[config.mk]
export PLATFORM = sky130hd
export DESIGN_NAME = xain_shell_top
export DESIGN_NICKNAME = d
export VERILOG_FILES = /design/src/design/xain_pkg.sv /design/src/design/settings_if.sv /design/src/design/bridge_settings_regs.sv /design/src/design/pll_reconfig_seq.sv /design/src/design/arcade_input_map.sv /design/src/design/xain_shell_top.sv
export VERILOG_INCLUDE_DIRS = /design/src /design/src/design
export SDC_FILE = /design/constraint.sdc
export NUM_CORES = 1
export LEC_CHECK = 0
export BUFFER_PORTS_ARGS = -buffer_cell sky130_fd_sc_hd__buf_4
export CAP_MARGIN = 5
export CORE_MARGIN = 10
export CORE_UTILIZATION = 40
export DETAILED_ROUTE_END_ITERATION = 6
export PLACE_DENSITY_LB_ADDON = 0.15
export SLEW_MARGIN = 10
export SYNTH_ARGS = -nofsm -noshare
export SYNTH_HDL_FRONTEND = slang
export SYNTH_SLANG_ARGS = --single-unit
export TNS_END_PERCENT = 10
[constraint.sdc]
create_clock -name clk_74a -period 3.8 [get_ports clk_74a]
set_input_delay 0.19 -clock clk_74a [delete_from_list [all_inputs] [get_ports clk_74a]]
set_output_delay 0.19 -clock clk_74a [all_outputs]
set_load 0.1 [all_outputs]
[src/design/xain_config.svh]
/*
 * Xain shell configuration.
 * Bridge register map, PLL table length and reconfiguration settle time.
 */
`ifndef XAIN_CONFIG_SVH
`define XAIN_CONFIG_SVH

//////////////////////////////////////////////////
// bridge register map

`define XAIN_ADDR_RESET     32'hF0000000   // bit 0 is the reset switch
`define XAIN_ADDR_DIP       32'hF1000000   // dip byte 0 in [7:0], byte 1 in [15:8]
`define XAIN_ADDR_MOD       32'hF2000000   // modifier word

// reserved region of the bridge, read-only status word
`define XAIN_STATUS_REGION  8'hF8

//////////////////////////////////////////////////
// PLL reconfiguration

`define XAIN_PLL_PARAM_COUNT  9       // address/data pairs per table
`define XAIN_RECONFIG_SETTLE  255     // pause cycles before first write
`define XAIN_MOD_TIMING_BIT   2       // modifier bit picking 57/60 Hz

`endif

[src/design/xain_pkg.sv]
/*
 * Xain shell types.
 * Bridge address views and the video timing selector.
 */
package xain_pkg;

    //////////////////////////////////////////////////
    // bridge address

    // region/offset split of a bridge address
    typedef struct packed {
        logic [7:0]  region;   // top byte picks the register bank
        logic [23:0] offset;   // ignored for the status region
    } bridge_addr_fld_t;

    // one address word, two decodes
    // word is matched exactly for the settings registers
    // fld.region alone is matched for the reserved status area
    typedef union packed {
        logic [31:0]      word;
        bridge_addr_fld_t fld;
    } bridge_addr_t;

    //////////////////////////////////////////////////
    // video timing

    // selects which PLL table is loaded
    typedef enum logic {
        video_57hz = 1'b0,   // native arcade rate
        video_60hz = 1'b1    // display friendly rate
    } video_timing_t;

endpackage

[src/design/settings_if.sv]
/*
 * Settings bus between the bridge registers, the PLL sequencer
 * and the input map.
 */
interface settings_if;

    logic                   reset_sw;        // host reset switch
    logic [7:0]             dip_sw0;         // dip bank 1
    logic [7:0]             dip_sw1;         // dip bank 2
    logic [31:0]            mod_sw0;         // modifier word
    logic                   init_locked;     // pll seen locked once
    logic                   reconfig_pause;  // hold core during pll rewrite
    xain_pkg::video_timing_t timing_lat;     // timing currently loaded

    // host side registers
    modport regs (output reset_sw, dip_sw0, dip_sw1, mod_sw0,
                  input  init_locked, reconfig_pause, timing_lat);

    // pll sequencer
    modport seq (input mod_sw0, output init_locked, reconfig_pause, timing_lat);

    // input map, read only
    modport inmap (input reset_sw, dip_sw0, dip_sw1, mod_sw0,
                   input init_locked, reconfig_pause, timing_lat);

endinterface

[src/design/bridge_settings_regs.sv]
/*
 * Bridge settings registers.
 * Host writes the reset switch, two dip bytes and the modifier word,
 * and reads them back together with the status word.
 */
`include "xain_config.svh"

module bridge_settings_regs (
    input  logic                   clk_74a,
    input  logic                   arst_n,
    input  xain_pkg::bridge_addr_t bridge_addr,
    input  logic                   bridge_wr,
    input  logic [31:0]            bridge_wr_data,
    output logic [31:0]            bridge_rd_data,
    settings_if.regs               settings
);

    logic [31:0] status_word;   // read-only view of the sequencer
    logic [31:0] reg_rd_data;   // mux of the writable registers

    //////////////////////////////////////////////////
    // host writes

    // reset switch
    always_ff @(posedge clk_74a or negedge arst_n) begin
        if (!arst_n) begin
            settings.reset_sw <= 1'b0;
        end else if (bridge_wr && bridge_addr.word == `XAIN_ADDR_RESET) begin
            settings.reset_sw <= bridge_wr_data[0];
        end
    end

    // dip switches, both banks in one word
    always_ff @(posedge clk_74a or negedge arst_n) begin
        if (!arst_n) begin
            settings.dip_sw0 <= 8'h00;
            settings.dip_sw1 <= 8'h00;
        end else if (bridge_wr && bridge_addr.word == `XAIN_ADDR_DIP) begin
            settings.dip_sw0 <= bridge_wr_data[7:0];
            settings.dip_sw1 <= bridge_wr_data[15:8];
        end
    end

    // modifiers
    always_ff @(posedge clk_74a or negedge arst_n) begin
        if (!arst_n) begin
            settings.mod_sw0 <= 32'h0;
        end else if (bridge_wr && bridge_addr.word == `XAIN_ADDR_MOD) begin
            settings.mod_sw0 <= bridge_wr_data; // bit 2 kicks off a pll rewrite
        end
    end

    //////////////////////////////////////////////////
    // read back

    // status word layout
    // bit 0 init_locked, bit 1 reconfig_pause, bit 2 loaded timing
    always_comb begin
        status_word    = 32'h0;
        status_word[0] = settings.init_locked;
        status_word[1] = settings.reconfig_pause;
        status_word[2] = settings.timing_lat;
    end

    // exact address match on the full word
    always_comb begin
        case (bridge_addr.word)
            `XAIN_ADDR_RESET: reg_rd_data = {31'h0, settings.reset_sw};
            `XAIN_ADDR_DIP:   reg_rd_data = {16'h0, settings.dip_sw1, settings.dip_sw0};
            `XAIN_ADDR_MOD:   reg_rd_data = settings.mod_sw0;
            default:          reg_rd_data = 32'h0;  // unmapped
        endcase
    end

    // reserved region wins, offset is don't care
    // combinational, no read latency
    always_comb begin
        if (bridge_addr.fld.region == `XAIN_STATUS_REGION) begin
            bridge_rd_data = status_word;
        end else begin
            bridge_rd_data = reg_rd_data;
        end
    end

endmodule

[src/design/pll_reconfig_seq.sv]
/*
 * PLL reconfiguration sequencer.
 * Watches the timing bit of the modifier word and rewrites the PLL
 * through its management bus, holding the core paused meanwhile.
 */
`include "xain_config.svh"

module pll_reconfig_seq (
    input  logic        clk_74a,
    input  logic        arst_n,
    input  logic        pll_locked,
    input  logic        pll_cfg_waitrequest,
    output logic        pll_cfg_write,
    output logic [5:0]  pll_cfg_address,
    output logic [31:0] pll_cfg_data,
    settings_if.seq     settings
);

    localparam int tbl_len = `XAIN_PLL_PARAM_COUNT * 2;
    localparam int idx_w   = $clog2(`XAIN_PLL_PARAM_COUNT);
    localparam int cnt_w   = $clog2(`XAIN_RECONFIG_SETTLE + 1);

    //////////////////////////////////////////////////
    // parameter tables, address then data

    localparam logic [31:0] pll_57hz [tbl_len] = '{
        32'h0, 32'h0,       // waitrequest mode
        32'h4, 32'h4040,    // m counter
        32'h3, 32'h20605,   // n counter
        32'h5, 32'h20504,   // c0
        32'h5, 32'h40909,   // c1
        32'h5, 32'h84848,   // c2
        32'h5, 32'hC4848,   // c3
        32'h8, 32'h2,       // bandwidth
        32'h2, 32'h0        // start
    };

    localparam logic [31:0] pll_60hz [tbl_len] = '{
        32'h0, 32'h0,
        32'h4, 32'h4F4F,    // m differs from 57 Hz
        32'h3, 32'h20706,   // so does n
        32'h5, 32'h20504,
        32'h5, 32'h40909,
        32'h5, 32'h84848,
        32'h5, 32'hC4848,
        32'h8, 32'h3,
        32'h2, 32'h0
    };

    logic [2:0]              lock_sync;    // 3 flop synchronizer
    logic                    lock_s;
    logic                    bus_ready;    // locked and not stalled
    xain_pkg::video_timing_t timing_req;   // timing asked for by host
    logic                    settle_on;    // counting the pause
    logic                    write_on;     // walking the table
    logic [cnt_w-1:0]        settle_cnt;
    logic [idx_w-1:0]        param_idx;

    //////////////////////////////////////////////////
    // lock synchronizer

    always_ff @(posedge clk_74a or negedge arst_n) begin
        if (!arst_n) begin
            lock_sync <= 3'b000;
        end else begin
            lock_sync <= {lock_sync[1:0], pll_locked};
        end
    end

    assign lock_s     = lock_sync[2];
    assign bus_ready  = lock_s & ~pll_cfg_waitrequest;
    assign timing_req = xain_pkg::video_timing_t'(settings.mod_sw0[`XAIN_MOD_TIMING_BIT]);

    //////////////////////////////////////////////////
    // sequencer

    // every step waits for bus_ready, so a stall never drops a pair
    always_ff @(posedge clk_74a or negedge arst_n) begin
        if (!arst_n) begin
            pll_cfg_write           <= 1'b0;
            pll_cfg_address         <= 6'h0;
            pll_cfg_data            <= 32'h0;
            settings.init_locked    <= 1'b0;
            settings.reconfig_pause <= 1'b0;
            settings.timing_lat     <= xain_pkg::video_57hz;
            settle_on               <= 1'b0;
            write_on                <= 1'b0;
            settle_cnt              <= '0;
            param_idx               <= '0;
        end else begin
            pll_cfg_write <= 1'b0;                      // single cycle pulse
            if (bus_ready) begin
                settings.init_locked <= 1'b1;           // sticky
                if (write_on) begin
                    pll_cfg_write <= 1'b1;
                    if (settings.timing_lat == xain_pkg::video_60hz) begin
                        pll_cfg_address <= pll_60hz[2 * param_idx][5:0];
                        pll_cfg_data    <= pll_60hz[2 * param_idx + 1];
                    end else begin
                        pll_cfg_address <= pll_57hz[2 * param_idx][5:0];
                        pll_cfg_data    <= pll_57hz[2 * param_idx + 1];
                    end
                    param_idx <= param_idx + 1'b1;
                    if (param_idx == idx_w'(`XAIN_PLL_PARAM_COUNT - 1)) begin
                        write_on <= 1'b0;               // last pair out
                    end
                end else if (settle_on) begin
                    settle_cnt <= settle_cnt + 1'b1;
                    if (settle_cnt == cnt_w'(`XAIN_RECONFIG_SETTLE - 1)) begin
                        settle_on <= 1'b0;
                        write_on  <= 1'b1;
                    end
                end else if (timing_req != settings.timing_lat) begin
                    settings.timing_lat     <= timing_req;  // new timing requested
                    settings.reconfig_pause <= 1'b1;
                    settle_on               <= 1'b1;
                    settle_cnt              <= '0;
                    param_idx               <= '0;
                end else begin
                    settings.reconfig_pause <= 1'b0;    // idle again, release core
                end
            end
        end
    end

endmodule

[src/design/arcade_input_map.sv]
/*
 * Arcade input map.
 * Packs two controllers into active-low player bytes and forms the
 * core pause and reset.
 */
module arcade_input_map (
    input  logic        clk_74a,
    input  logic        arst_n,
    input  logic [15:0] cont1_key,
    input  logic [15:0] cont2_key,
    input  logic        osnotify_inmenu,
    output logic [7:0]  player1,
    output logic [7:0]  player2,
    output logic [7:0]  dsw1,
    output logic [7:0]  dsw2,
    output logic        core_pause,
    output logic        core_reset,
    settings_if.inmap   settings
);

    //////////////////////////////////////////////////
    // controls

    // key bits used: 0 up, 1 down, 2 left, 3 right, 4 a, 5 b, 14 select, 15 start
    always_ff @(posedge clk_74a or negedge arst_n) begin
        if (!arst_n) begin
            player1 <= 8'hFF;       // nothing pressed
            player2 <= 8'hFF;
            dsw1    <= 8'h00;
            dsw2    <= 8'h00;
        end else begin
            // {2p start, 1p start, sw2, sw1, down, up, left, right}
            player1 <= ~{cont2_key[15], cont1_key[15], cont1_key[5], cont1_key[4],
                         cont1_key[1], cont1_key[0], cont1_key[2], cont1_key[3]};
            // {coin2, coin1, then player 2 stick and buttons}
            player2 <= ~{cont2_key[14], cont1_key[14], cont2_key[5], cont2_key[4],
                         cont2_key[1], cont2_key[0], cont2_key[2], cont2_key[3]};
            dsw1    <= settings.dip_sw0;
            dsw2    <= settings.dip_sw1;
        end
    end

    //////////////////////////////////////////////////
    // core control

    // pause for the os menu or a pll rewrite
    // hold reset until the pll has locked once
    always_ff @(posedge clk_74a or negedge arst_n) begin
        if (!arst_n) begin
            core_pause <= 1'b0;
            core_reset <= 1'b1;
        end else begin
            core_pause <= osnotify_inmenu | settings.reconfig_pause;
            core_reset <= settings.reset_sw | ~settings.init_locked;
        end
    end

endmodule

[src/design/xain_shell_top.sv]
/*
 * Xain shell top level.
 * Bridge settings, PLL reconfiguration and input mapping in clk_74a.
 */
module xain_shell_top (
    input  logic        clk_74a,
    input  logic        arst_n,
    // bridge
    input  logic [31:0] bridge_addr,
    input  logic        bridge_rd,          // read data is address decoded only
    input  logic        bridge_wr,
    input  logic [31:0] bridge_wr_data,
    output logic [31:0] bridge_rd_data,
    // controllers and os
    input  logic [15:0] cont1_key,
    input  logic [15:0] cont2_key,
    input  logic        osnotify_inmenu,
    // pll management bus
    input  logic        pll_locked,
    input  logic        pll_cfg_waitrequest,
    output logic        pll_cfg_write,
    output logic [5:0]  pll_cfg_address,
    output logic [31:0] pll_cfg_data,
    // core side
    output logic [7:0]  player1,
    output logic [7:0]  player2,
    output logic [7:0]  dsw1,
    output logic [7:0]  dsw2,
    output logic        core_pause,
    output logic        core_reset
);

    settings_if settings_bus ();

    //////////////////////////////////////////////////
    // host registers

    bridge_settings_regs bridge_settings_regs_inst (
        .clk_74a        (clk_74a),
        .arst_n         (arst_n),
        .bridge_addr    (xain_pkg::bridge_addr_t'(bridge_addr)),
        .bridge_wr      (bridge_wr),
        .bridge_wr_data (bridge_wr_data),
        .bridge_rd_data (bridge_rd_data),
        .settings       (settings_bus.regs)
    );

    //////////////////////////////////////////////////
    // pll rewrite

    pll_reconfig_seq pll_reconfig_seq_inst (
        .clk_74a             (clk_74a),
        .arst_n              (arst_n),
        .pll_locked          (pll_locked),
        .pll_cfg_waitrequest (pll_cfg_waitrequest),
        .pll_cfg_write       (pll_cfg_write),
        .pll_cfg_address     (pll_cfg_address),
        .pll_cfg_data        (pll_cfg_data),
        .settings            (settings_bus.seq)
    );

    //////////////////////////////////////////////////
    // inputs to core

    arcade_input_map arcade_input_map_inst (
        .clk_74a         (clk_74a),
        .arst_n          (arst_n),
        .cont1_key       (cont1_key),
        .cont2_key       (cont2_key),
        .osnotify_inmenu (osnotify_inmenu),
        .player1         (player1),
        .player2         (player2),
        .dsw1            (dsw1),
        .dsw2            (dsw2),
        .core_pause      (core_pause),
        .core_reset      (core_reset),
        .settings        (settings_bus.inmap)
    );

endmodule

==> impl_metrics.toml <==
[run_status]
status = "finished, final reports clean"

[setup_path]
worst-path-buf-inv = 2
crit_top_cell = "buf_4"
crit_family = "simple AND/OR/NAND/NOR gates"
crit_fanout = 13
worstSetupPathType = "in2out"
r2r_setup_slack_ps = 1840
cp-end-kind = "output pin"
r2r-start = "pll_reconfig_seq_inst.settings.timing_lat"
path_cells = "buf_4 > nor4_4 > nand4_4 > or3_1 > nor2_1 > buf_4"
reg2reg_depth = 4
critPathSlowestCell = "or3_1"
r2r-end = "pll_reconfig_seq_inst.settle_cnt[7]"
crit_path_start_kind = "primary input"
worstPathRequired_ps = 3610
arrival_ps = 2100
cp-startpoint = "bridge_addr[5]"
max_stage_delay_ps = 650

[floorplan]
dieWidth_um = 134.7
fp-row-count = 41
die-area_sq_um = 18140
design.portCount = 208
core_area_sq_um = 12770
die_y_um = 134.7
initial_core_util_pct = 41.18

[clock_tree]
htreeDepth = 4
cts_inserted_buffers = 17
post_cts_buffers = 0
clkTransAtPathRegs_ps = 50
cts.path.max_buffers = 2
insertion_delay_ps = 400
cts_tree = "built"
clock_sinks = 118
cts_root_buffer = "clkbuf_16"

[worst_hold_path]
hold_path_class = "in2reg"
hold_path_end = "bridge_settings_regs_inst.settings.mod_sw0[16]"
hold_start = "bridge_wr_data[16]"
hold-path-cell-count = 2

[global_route]
antenna_found_initial = 0
grt_pass1_vias = 4021
grt_pass1_wl_um = 21360
grt_use_total_pct = 14.71
grt_max_degree = 67
grt_overflow = 0

[timing]
hold_viol_final = 0
tns_ps = 0
period_needed_ps = 2295
hold_ws_ps = 17.04
setup_violations = 0
slew_headroom_pct = 43.51
tightest_slew_ps = 841.0
drv_slew = 0
period_share_pct = 60.39
rsz0062_at_grt = "no"
clock_skew_ps = 4.103
max_freq_mhz = 435.8

[drt]
wl_per_cell_um = 16.63
detail_route.vias_per_cell = 4.738
finalWirelength_um = 13390
ant_nets = 0
vias = 3814
firstDrtPassIters = 6
drc = 0
first_iter_violations = 180

[yosys]
synth_top_flop_cell = "dfrtp_1"
synth.area.top_cells = "dfrtp_1, mux2_2, dfstp_2"
async_flop_share_pct = 100.0
netlist_area_sq_um = 5260
ys.warnings.count = 0
syn_inst = 426
avgSynthCellArea_sq_um = 12.35
yosysSeqAreaShare_pct = 56.54
yosysTopAreaCellShare_pct = 48.05
synth_edf_count = 0
ys_ff_latch = 118
yosysUniqueCellTypes = 51
yosysTopAreaCell = "dfrtp_1"

[finish]
syn_to_final_growth_pct = 40.37
layout_common_cells = "buf_4, dfrtp_1, mux2_2"
fill_cells = 1067
num_antenna_cells = 0
nets = 731
final_common_cell = "buf_4"
drive_above_1_share_pct = 44.87

[run]
maxCapViolCount = 0

[placement]
place_congestion = 0.7951
port_buffers = 169
place_hpwl_um = 9811

[power]
leakagePower_nw = 3.708
powerDensity_nw_per_um2 = 418.1
irDropWorstVdd_uv = 317.3
[metal layers]
layer,part of all wire (%),global-route usage (%)
met5,0,0
met4,1.2,5.744
met3,10,6.788
met2,47,22.68
met1,41,17.46
[cells in the mapped netlist (3+ instances only)]
library cell	instances
xor2_1	5
inv_1	24
o21ai_0	13
mux2i_1	5
nor4_1	3
or3_1	5
nor2_1	29
a22oi_1	15
nand2_1	22
o2111ai_1	3
mux2_2	41
a22o_1	4
o31ai_1	5
nand3_1	5
nor4_4	5
dfrtp_1	101
buf_6	3
dfstp_2	17
ha_1	8
a21oi_1	9
and2_1	19
nor2b_1	3
nand2b_1	5
clkbuf_1	11
buf_4	24
mux2_4	10
[layout make-up]
type                       instances  area [sq um]  share of cell area, %
clock buffer                      30         555.5                  7.524
clock inverter                     2         10.01                 0.1356
inverter                          24         90.09                  1.220
multi-input combinational        263          1992                  26.98
sequential                       118          2974                  40.28
tap                              172         215.2                  2.915
timing repair buffer             196          1546                  20.95
[power breakdown]
group | internal, W | switching (W)
Combinational | 0.0000910 | 0.000228
Clock | 0.000975 | 0.000514
Sequential | 0.00128 | 0.00000319
Total | 0.00234 | 0.000745
[timing repair]
action | CTS | global route
endpoints found under the hold margin | 55 | 1
gates resized for setup | 0 | 0
hold buffers | 19 | 1
[worst max-delay path by stage]
| stage | end | slack (ps) | depth (start not counted) |
|---|---|---|---|
| 6_report | bridge_rd_data[13] | 1510 | 6 |
| 5_1_grt | bridge_rd_data[10] | 1390 | 6 |
| 4_1_cts | bridge_rd_data[13] | 1480 | 6 |
| 3_5_place_dp | bridge_settings_regs_inst.settings.mod_sw0[17] | 1320 | 6 |
| 3_3_place_gp | bridge_settings_regs_inst.settings.mod_sw0[8] | 1350 | 6 |
| 2_1_floorplan | bridge_rd_data[10] | 980 | 5 |
[metrics by stage]
stage	worst slack, ps	std cells	area [sq um]	power [W]	util, %
2_1_floorplan	980.0	446	5335	0.001498	-
3_3_place_gp	1350	753	6618	0.001602	51.81
3_5_place_dp	1317	753	6618	0.001605	51.81
4_1_cts	1478	804	7373	0.003129	57.72
5_1_grt	1386	805	7383	0.003197	57.80
6_report	1505	805	7383	0.003087	57.80
[registers in the layout, indices dropped and copies added (netlist names)]
signal and flops:
arcade_input_map_inst.core_pause 1, arcade_input_map_inst.core_reset 1, arcade_input_map_inst.dsw1 8, arcade_input_map_inst.dsw2 8, arcade_input_map_inst.player1 8, arcade_input_map_inst.player2 8
bridge_settings_regs_inst.settings.dip_sw0 8, bridge_settings_regs_inst.settings.dip_sw1 8, bridge_settings_regs_inst.settings.mod_sw0 32, bridge_settings_regs_inst.settings.reset_sw 1, pll_reconfig_seq_inst.lock_sync 3, pll_reconfig_seq_inst.param_idx 4
pll_reconfig_seq_inst.pll_cfg_address 4, pll_reconfig_seq_inst.pll_cfg_data 10, pll_reconfig_seq_inst.pll_cfg_write 1, pll_reconfig_seq_inst.settings.init_locked 1, pll_reconfig_seq_inst.settings.reconfig_pause 1, pll_reconfig_seq_inst.settings.timing_lat 1
pll_reconfig_seq_inst.settle_cnt 8, pll_reconfig_seq_inst.settle_on 1, pll_reconfig_seq_inst.write_on 1
[cell families after synthesis]
family | share of synthesized area [%]
AO/OA/AOI/OAI | 7.826
other | 0.07129
multiplexers | 12.80
AND/OR/NAND/NOR | 12.68
buffers and inverters | 7.017
XOR/XNOR | 1.166
flip-flops | 56.54
adder cells (fa/ha/maj) | 1.903
[worst register-to-register path, delay by kind of cell, from the launching register on]
family | cells | cell delay [ps]
xor gates and xnor gates | 1 | 460
DFF | 1 | 640
AOI/OAI and AO/OA | 2 | 390
and+or+nand+nor | 1 | 400
Power figures use the tool's default switching activity.
